[config.mk]
export PLATFORM = sky130hd
export DESIGN_NAME = tile_display_top
export DESIGN_NICKNAME = d
export VERILOG_FILES = /design/src/design/video_pkg.sv /design/src/design/blit_pkg.sv /design/src/design/keycode_decoder.sv /design/src/design/blitter.sv /design/src/design/frame_buffer.sv /design/src/design/vga_timing.sv /design/src/design/frame_drawer.sv /design/src/design/tile_display_top.sv
export SDC_FILE = /design/constraint.sdc
export NUM_CORES = 1
export LEC_CHECK = 0
export ABC_AREA = 0
export BUFFER_PORTS_ARGS = -buffer_cell sky130_fd_sc_hd__buf_4
export CORE_MARGIN = 10
export CORE_UTILIZATION = 57
export CTS_CLUSTER_DIAMETER = 50
export DETAILED_ROUTE_END_ITERATION = 10
export MAX_ROUTING_LAYER = met4
export PLACE_DENSITY = 0.8
export SLEW_MARGIN = 0
export SYNTH_ARGS = -nofsm -noshare
export SYNTH_HDL_FRONTEND = slang
export SYNTH_SLANG_ARGS = --single-unit
[constraint.sdc]
create_clock -name Clk -period 4.35 [get_ports Clk]
set_input_delay 0.435 -clock Clk [delete_from_list [all_inputs] [get_ports Clk]]
set_output_delay 0.435 -clock Clk [all_outputs]
set_load 0.05 [all_outputs]
[src/design/video_pkg.sv]
//----------------------------------------
// Video package
// Colour index, channel and palette types
// shared by VGA timing and the drawer
//----------------------------------------
package video_pkg;

    typedef logic [3:0] color_idx_t;            // Tile colour index
    typedef logic [7:0] rgb_t;                  // One 8-bit colour channel

    localparam int NUM_COLORS = 16;             // Entries in the palette

    //----------------------------------------
    // Palette, {red, green, blue} per index
    //----------------------------------------
    localparam logic [23:0] PALETTE [NUM_COLORS] = '{
        24'h000000,                             // Black, background
        24'h0000aa,                             // Blue
        24'h00aa00,                             // Green
        24'h00aaaa,                             // Cyan
        24'haa0000,                             // Red
        24'haa00aa,                             // Magenta
        24'haa5500,                             // Brown
        24'haaaaaa,                             // Light grey
        24'h555555,                             // Dark grey
        24'h5555ff,                             // Bright blue
        24'h55ff55,                             // Bright green
        24'h55ffff,                             // Bright cyan
        24'hff5555,                             // Bright red
        24'hff55ff,                             // Bright magenta
        24'hffff55,                             // Yellow
        24'hffffff                              // White
    };

endpackage

[src/design/blit_pkg.sv]
//----------------------------------------
// Blitter package
// Opcodes, FSM states and tile coordinates
//----------------------------------------
package blit_pkg;

    // Keycode word layout
    //   [15:12] opcode
    //   [11:8]  colour index
    //   [7:4]   tile column x
    //   [3:0]   tile row y

    typedef logic [3:0] tile_coord_t;           // Tile column or row, 0..15

    // Drawing opcodes, other codes are illegal
    typedef enum logic [3:0] {
        OP_NOP   = 4'd0,                        // Nothing
        OP_PLOT  = 4'd1,                        // One tile at (x, y)
        OP_ROW   = 4'd2,                        // All 16 tiles of row y
        OP_COL   = 4'd3,                        // All 16 tiles of column x
        OP_CLEAR = 4'd4                         // Whole 16 x 16 grid
    } blit_op_e;

    typedef enum logic [1:0] {
        BLIT_IDLE,                              // No command in progress
        BLIT_WAIT_VBLANK,                       // Holding until vertical blank
        BLIT_WRITE                              // One tile per cycle
    } blit_state_e;

endpackage

[src/design/keycode_decoder.sv]
//----------------------------------------
// Keycode decoder
// Splits a strobed keycode into a blit
// command and keeps one pending slot
//----------------------------------------
`timescale 1ns/1ps

module keycode_decoder
    import video_pkg::*;
    import blit_pkg::*;
(
    input  logic        Clk,
    input  logic        arst_n,
    input  logic [15:0] keycode,
    input  logic        keycode_strobe,
    input  logic        cmd_take,
    output logic        cmd_valid,
    output blit_op_e    cmd_op,
    output color_idx_t  cmd_color,
    output tile_coord_t cmd_x,
    output tile_coord_t cmd_y
);

    blit_op_e kc_op;                            // Opcode field
    logic     kc_legal;                         // Opcode does real drawing
    logic     accept;                           // Load pending slot

    assign kc_op = blit_op_e'(keycode[15:12]);

    always_comb begin
        case (kc_op)
            OP_PLOT, OP_ROW, OP_COL, OP_CLEAR: kc_legal = 1'b1;
            default:                           kc_legal = 1'b0; // NOP and illegal
        endcase
    end

    // Strobes while a command waits are lost
    assign accept = keycode_strobe && kc_legal && !cmd_valid;

    always_ff @(posedge Clk or negedge arst_n) begin
        if (!arst_n) begin
            cmd_valid <= 1'b0;
        end else if (cmd_take) begin
            cmd_valid <= 1'b0;                  // Blitter has the command
        end else if (accept) begin
            cmd_valid <= 1'b1;
        end
    end

    always_ff @(posedge Clk) begin
        if (accept) begin
            cmd_op    <= kc_op;
            cmd_color <= keycode[11:8];
            cmd_x     <= keycode[7:4];
            cmd_y     <= keycode[3:0];
        end
    end

endmodule

[src/design/blitter.sv]
//----------------------------------------
// Tile blitter
// Runs one command as a burst of tile
// writes, only inside vertical blanking
//----------------------------------------
`timescale 1ns/1ps

module blitter
    import video_pkg::*;
    import blit_pkg::*;
(
    input  logic        Clk,
    input  logic        arst_n,
    input  logic        cmd_valid,
    input  blit_op_e    cmd_op,
    input  color_idx_t  cmd_color,
    input  tile_coord_t cmd_x,
    input  tile_coord_t cmd_y,
    input  logic        vblank,
    output logic        cmd_take,
    output logic        busy,
    output logic        wr_en,
    output logic [7:0]  wr_addr,
    output color_idx_t  wr_color
);

    blit_state_e state;
    blit_op_e    op_q;                          // Latched command
    color_idx_t  color_q;
    tile_coord_t x_q;
    tile_coord_t y_q;
    logic [7:0]  cnt;                           // Tiles written so far
    logic [7:0]  last_cnt;                      // Final count for the shape

    //----------------------------------------
    // Shape walk, address is {row, column}
    //----------------------------------------
    always_comb begin
        case (op_q)
            OP_ROW: begin
                wr_addr  = {y_q, cnt[3:0]};     // Sweep columns of row y
                last_cnt = 8'd15;
            end
            OP_COL: begin
                wr_addr  = {cnt[3:0], x_q};     // Sweep rows of column x
                last_cnt = 8'd15;
            end
            OP_CLEAR: begin
                wr_addr  = cnt;                 // Whole grid in raster order
                last_cnt = 8'd255;
            end
            default: begin
                wr_addr  = {y_q, x_q};          // Single plot
                last_cnt = 8'd0;
            end
        endcase
    end

    assign wr_en    = (state == BLIT_WRITE) && vblank; // Held off outside vblank
    assign wr_color = color_q;
    assign busy     = cmd_take || (state != BLIT_IDLE);

    //----------------------------------------
    // Control FSM
    //----------------------------------------
    always_ff @(posedge Clk or negedge arst_n) begin
        if (!arst_n) begin
            state    <= BLIT_IDLE;
            cmd_take <= 1'b0;
            cnt      <= '0;
        end else begin
            cmd_take <= 1'b0;                   // Single-cycle pulse
            case (state)
                BLIT_IDLE: begin
                    if (cmd_take) begin
                        state <= BLIT_WAIT_VBLANK;
                        cnt   <= '0;
                    end else if (cmd_valid) begin
                        cmd_take <= 1'b1;       // One cycle after valid
                    end
                end
                BLIT_WAIT_VBLANK: begin
                    if (vblank) state <= BLIT_WRITE;
                end
                BLIT_WRITE: begin
                    if (!vblank) begin
                        state <= BLIT_WAIT_VBLANK; // Pause, resume next blank
                    end else if (cnt == last_cnt) begin
                        state <= BLIT_IDLE;     // Last tile written
                    end else begin
                        cnt <= cnt + 8'd1;
                    end
                end
                default: state <= BLIT_IDLE;
            endcase
        end
    end

    // Command copy taken with the pulse
    always_ff @(posedge Clk) begin
        if ((state == BLIT_IDLE) && cmd_take) begin
            op_q    <= cmd_op;
            color_q <= cmd_color;
            x_q     <= cmd_x;
            y_q     <= cmd_y;
        end
    end

endmodule

[src/design/frame_buffer.sv]
//----------------------------------------
// Frame buffer
// 256 x 4-bit tile colour RAM, one write
// port and one registered read port
//----------------------------------------
`timescale 1ns/1ps

module frame_buffer
    import video_pkg::*;
(
    input  logic       Clk,
    input  logic       wr_en,
    input  logic [7:0] wr_addr,
    input  color_idx_t wr_color,
    input  logic [7:0] rd_addr,
    output color_idx_t rd_color
);

    color_idx_t mem [256];                      // One entry per tile

    // Write port, blitter side
    always_ff @(posedge Clk) begin
        if (wr_en) begin
            mem[wr_addr] <= wr_color;
        end
    end

    // Read port, drawer side, one cycle latency
    always_ff @(posedge Clk) begin
        rd_color <= mem[rd_addr];
    end

endmodule

[src/design/vga_timing.sv]
//----------------------------------------
// VGA timing generator
// Line and frame counters with sync,
// active and vertical blank levels
//----------------------------------------
`timescale 1ns/1ps

module vga_timing #(
    parameter int H_ACTIVE = 640,
    parameter int H_FRONT  = 16,
    parameter int H_SYNC   = 96,
    parameter int H_BACK   = 48,
    parameter int V_ACTIVE = 480,
    parameter int V_FRONT  = 10,
    parameter int V_SYNC   = 2,
    parameter int V_BACK   = 33
) (
    input  logic       Clk,
    input  logic       arst_n,
    output logic       hs,
    output logic       vs,
    output logic       active,
    output logic       vblank,
    output logic [9:0] draw_x,
    output logic [9:0] draw_y
);

    localparam int H_TOTAL   = H_ACTIVE + H_FRONT + H_SYNC + H_BACK;
    localparam int V_TOTAL   = V_ACTIVE + V_FRONT + V_SYNC + V_BACK;
    localparam int HS_START  = H_ACTIVE + H_FRONT;  // First sync pixel
    localparam int VS_START  = V_ACTIVE + V_FRONT;  // First sync line

    logic [9:0] h_cnt;
    logic [9:0] v_cnt;
    logic       line_end;

    assign line_end = (h_cnt == 10'(H_TOTAL - 1));

    always_ff @(posedge Clk or negedge arst_n) begin
        if (!arst_n) begin
            h_cnt <= '0;
            v_cnt <= '0;
        end else if (line_end) begin
            h_cnt <= '0;
            if (v_cnt == 10'(V_TOTAL - 1)) begin
                v_cnt <= '0;                    // Wrap to top of frame
            end else begin
                v_cnt <= v_cnt + 10'd1;
            end
        end else begin
            h_cnt <= h_cnt + 10'd1;
        end
    end

    // Syncs are active low
    assign hs = !((h_cnt >= HS_START) && (h_cnt < HS_START + H_SYNC));
    assign vs = !((v_cnt >= VS_START) && (v_cnt < VS_START + V_SYNC));

    assign active = (h_cnt < H_ACTIVE) && (v_cnt < V_ACTIVE);
    assign vblank = (v_cnt >= V_ACTIVE);        // Whole line outside picture
    assign draw_x = h_cnt;
    assign draw_y = v_cnt;

endmodule

[src/design/frame_drawer.sv]
//----------------------------------------
// Frame drawer
// Fetches the tile under the beam, maps
// it through the palette, delays syncs
//----------------------------------------
`timescale 1ns/1ps

module frame_drawer
    import video_pkg::*;
#(
    parameter int TILE_SHIFT = 5
) (
    input  logic       Clk,
    input  logic       arst_n,
    input  logic [9:0] draw_x,
    input  logic [9:0] draw_y,
    input  logic       active,
    input  logic       hs,
    input  logic       vs,
    output logic [7:0] rd_addr,
    input  color_idx_t rd_color,
    output rgb_t       vga_r,
    output rgb_t       vga_g,
    output rgb_t       vga_b,
    output logic       vga_hs,
    output logic       vga_vs,
    output logic       vga_blank_n
);

    localparam int GRID_PIX = 16 << TILE_SHIFT; // Grid edge in pixels

    logic       in_grid;
    logic       hs_d, vs_d, active_d, in_grid_d; // Stage 1, matches RAM read
    color_idx_t pix_idx;
    logic [23:0] pix_rgb;

    assign in_grid = (draw_x < GRID_PIX) && (draw_y < GRID_PIX);
    assign rd_addr = {draw_y[TILE_SHIFT +: 4], draw_x[TILE_SHIFT +: 4]}; // Row, column

    assign pix_idx = in_grid_d ? rd_color : '0;  // Border shows index 0
    assign pix_rgb = PALETTE[pix_idx];

    always_ff @(posedge Clk or negedge arst_n) begin
        if (!arst_n) begin
            hs_d        <= 1'b1;
            vs_d        <= 1'b1;
            active_d    <= 1'b0;
            in_grid_d   <= 1'b0;
            vga_hs      <= 1'b1;
            vga_vs      <= 1'b1;
            vga_blank_n <= 1'b0;
            vga_r       <= '0;
            vga_g       <= '0;
            vga_b       <= '0;
        end else begin
            hs_d        <= hs;
            vs_d        <= vs;
            active_d    <= active;
            in_grid_d   <= in_grid;
            vga_hs      <= hs_d;                 // Stage 2, port register
            vga_vs      <= vs_d;
            vga_blank_n <= active_d;
            vga_r       <= active_d ? pix_rgb[23:16] : '0; // Black while blanked
            vga_g       <= active_d ? pix_rgb[15:8]  : '0;
            vga_b       <= active_d ? pix_rgb[7:0]   : '0;
        end
    end

endmodule

[src/design/tile_display_top.sv]
//----------------------------------------
// Tile display top
// Keycode in, tiles drawn, VGA out
//----------------------------------------
`timescale 1ns/1ps

module tile_display_top
    import video_pkg::*;
    import blit_pkg::*;
#(
    parameter int H_ACTIVE   = 640,
    parameter int H_FRONT    = 16,
    parameter int H_SYNC     = 96,
    parameter int H_BACK     = 48,
    parameter int V_ACTIVE   = 480,
    parameter int V_FRONT    = 10,
    parameter int V_SYNC     = 2,
    parameter int V_BACK     = 33,
    parameter int TILE_SHIFT = 5
) (
    input  logic        Clk,
    input  logic        arst_n,
    input  logic [15:0] keycode,
    input  logic        keycode_strobe,
    output rgb_t        vga_r,
    output rgb_t        vga_g,
    output rgb_t        vga_b,
    output logic        vga_hs,
    output logic        vga_vs,
    output logic        vga_blank_n,
    output logic        busy
);

    // Decoder to blitter
    logic        cmd_valid, cmd_take;
    blit_op_e    cmd_op;
    color_idx_t  cmd_color;
    tile_coord_t cmd_x, cmd_y;

    // Frame buffer ports
    logic        wr_en;
    logic [7:0]  wr_addr, rd_addr;
    color_idx_t  wr_color, rd_color;

    // Beam position and levels
    logic        hs, vs, active, vblank;
    logic [9:0]  draw_x, draw_y;

    keycode_decoder u_decoder (.*);             // Decode

    blitter u_blitter (.*);                     // Execute

    frame_buffer u_fb (.*);

    vga_timing #(
        .H_ACTIVE(H_ACTIVE), .H_FRONT(H_FRONT), .H_SYNC(H_SYNC), .H_BACK(H_BACK),
        .V_ACTIVE(V_ACTIVE), .V_FRONT(V_FRONT), .V_SYNC(V_SYNC), .V_BACK(V_BACK)
    ) u_timing (.*);

    frame_drawer #(
        .TILE_SHIFT(TILE_SHIFT)
    ) u_drawer (.*);                            // Result, RGB and syncs

endmodule

==> impl_metrics.toml <==
[worst_setup_path]
path_class = "flop to flop"
end_kind = "flop"
cp_max_fo = 16
crit_chain = "or4b_4 > nand2_1 > o21ai_1 > a222oi_1 > and2b_1 > nand2_1 > nor2_1"
crit_required_ns = 4.68
cp_slowest_cell = "nand2_1"
arrival_ns = 4.12
critPathMaxStageDelay_ns = 0.61
rrSetupSlack_ns = 0.56
cpMostUsedCell = "nand2_1"
critPathLaunchType = "flop"

[synth]
synth_area_per_cell_um2 = 17.9
synth_edf_count = 1056
ys_seq_area_frac = 0.743
yosysMostFrequentCell = "edfxtp_1"
netlist_area_um2 = 44300
synth_nets = 2495
yosys_register_bits = 1104
synth-async-reset-ratio = 0.0399
synth_top_area_frac = 0.716
synth_cells = 2471
yosys_warnings = 0
synthTopCellsByCount = "edfxtp_1 (1,056), nor2_1 (325), mux4_2 (190)"
synth.area.top_cells = "edfxtp_1 (72%), mux4_2 (9.7%), mux2i_1 (3.1%)"
synthFlopType = "edfxtp_1"
ys_types = 72
yosysTopAreaCell = "edfxtp_1"

[die]
io-pin-count = 47
fp-row-count = 102
initial_core_util = 0.573
core_um2 = 77200
die-area_um2 = 89200
die_y_um = 299
die_w_um = 299

[timing]
fmax_mhz = 264
setup_viol = 0
rsz0062_at_grt = "no"
slew_violations = 0
slew_headroom = 0.128
period_needed_ns = 3.79
period_share = 0.871
finalHoldViolCount = 0
setup_tns_ns = 0
worstMarginPinSlew_ns = 1.31
fin_skew_ns = 0.0202

[place]
io_buffers = 46
dpl.hpwl_mm = 67.2
dpl.cell_count = 3472
gp_congestion = 0.909

[cells_and_area]
fin_cells = 3695
syn_to_final_growth_pct = 12.2
seqCellArea_um2 = 32900
final_layout_size_suffix_gt1_frac = 0.208
nets = 2583
fill_cells = 4915
multi_input_area_um2 = 10400

[clock_tree]
post-cts-setup-buffers = 0
cts_root_buffer = "clkbuf_16"
h-tree-depth = 3
cts_buffers = 108
clock_path_buffers = 3
cts_tree = "yes"
clk_pin_slew_ns = 0.06
clock_latency_ns = 0.69
clkSinkCount = 1104

[drt]
via_count = 24800
avgRoutedWirePerCell_um = 30.7
drc_errors = 0
firstDrtPassIters = 8
viasPerCell = 6.71
ant_nets = 0
drt-total-wl_mm = 113
drt_iter0_drc = 3885

[global_routing]
grt_max_degree = 254
gr-total-overflow = 0
grt_pass1_wl_mm = 166
grt_pass1_vias = 24700
grt_usage = 0.258
antenna_found_initial = 1

[power]
powerDensity_nw_per_um2 = 425
ir_drop_uv = 353
power.leakage_uw = 0.0162

[run_status]
status = "complete, no violations"

[hold_path]
hold_path_class = "primary input to flop"

[run]
drv_cap = 0
## final cells by class
cell class	instances	share of cell area
Clock inverter	69	0.0158
Timing Repair Buffer	146	0.0265
Clock buffer	136	0.0580
Sequential cell	1104	0.663
Multi-Input combinational cell	1182	0.209
Antenna cell	1	0.0000504
Inverter	17	0.00129
Tap cell	1040	0.0262
## state kept, by name, summed over array words and instances, names as in the netlist, 2 cells and up
register / flops
u_drawer.vga_r: 2
u_fb.rd_color: 4
u_timing.draw_y: 10
u_blitter.y_q: 4
u_decoder.cmd_color: 4
u_blitter.wr_color: 4
u_decoder.cmd_y: 4
u_decoder.cmd_x: 4
u_decoder.cmd_op: 4
u_timing.draw_x: 10
u_blitter.op_q: 4
u_fb.mem: 1024
u_blitter.state: 2
u_blitter.cnt: 8
u_blitter.x_q: 4
u_drawer.vga_g: 2
## worst max-delay path: cells and delay by family, from the launching register on
family	cells	cell delay (ns)
AND/OR/NAND/NOR	5	2.39
flip-flops	1	0.46
AO/OA/AOI/OAI	2	0.57
## worst paths after layout
path,cells past startpoint,to,start
max,7,u_fb.mem[221][0],u_blitter.op_q[0]
min,3,u_decoder.cmd_valid,keycode_strobe
max reg2reg,7,u_fb.mem[221][0],u_blitter.op_q[0]
min reg2reg,0,u_drawer.vga_vs,u_drawer.vs_d
max in group asynchronous,2,u_timing.draw_x[5],arst_n
min in group asynchronous,2,u_blitter.state[1],arst_n
## cells by family (layout without fill, tap and decap cells)
| kind of cell | Yosys count | count (layout) | share of synthesized area |
|---|---|---|---|
| muxes | 347 | 347 | 0.133 |
| xor gates and xnor gates | 18 | 18 | 0.00356 |
| DFF | 1104 | 1104 | 0.743 |
| buffers and inverters | 185 | 368 | 0.0228 |
| other | 0 | 1 | 0 |
| and+or+nand+nor | 559 | 559 | 0.0561 |
| adders and majority gates | 5 | 5 | 0.00141 |
| AOI/OAI and AO/OA | 253 | 253 | 0.0402 |
## power breakdown
group / leakage [uW] / switching (uW) / internal [uW]
Clock: 0.00177 / 4030 / 5560
Combinational: 0.00441 / 15.2 / 20.7
Sequential: 0.0101 / 0.0244 / 11500
## metal layers
layer / routed length, um / track usage / vias up
met2: 53600 / 0.395 / 1884
met3: 12600 / 0.0531 / 393
met4: 7080 / 0.136 / 0
li1: - / - / 10000
met1: 40000 / 0.326 / 12500
met5: 0 / - / -
## cells in the final DEF (no fill, tap or decap), types with 30 or more instances in the layout
| cell type | instances |
|---|---|
| mux2i_1 | 136 |
| mux4_2 | 190 |
| o21ai_0 | 30 |
| nor2_1 | 325 |
| a21oi_1 | 42 |
| clkbuf_16 | 110 |
| nand2_1 | 74 |
| o221ai_1 | 50 |
| dfrtp_1 | 36 |
| buf_4 | 115 |
| edfxtp_1 | 1056 |
## stage by stage
| stage | power (uW) | cell area (um^2) | hold slack [ns] | util | setup slack (ns) |
|---|---|---|---|---|---|
| after global routing | 21600 | 49700 | 0.0756 | 0.643 | 0.413 |
| final | 21100 | 49700 | 0.0710 | 0.643 | 0.562 |
| after detailed placement | 11700 | 45800 | 0.350 | 0.593 | 0.734 |
| after CTS | 21100 | 49700 | 0.0725 | 0.643 | 0.663 |
| after floorplan | 11700 | 44300 | 0.139 | - | 0.304 |
| after global placement | 11700 | 45800 | 0.349 | 0.593 | 0.838 |
## what timing repair did
item                                    in CTS  in global routing
hold buffers                                17                  0
endpoints found under the setup margin       0                  0
gates resized for setup                      0                  0
endpoints found under the hold margin       56                  0
Note: power is estimated with default switching activity, not from simulation.
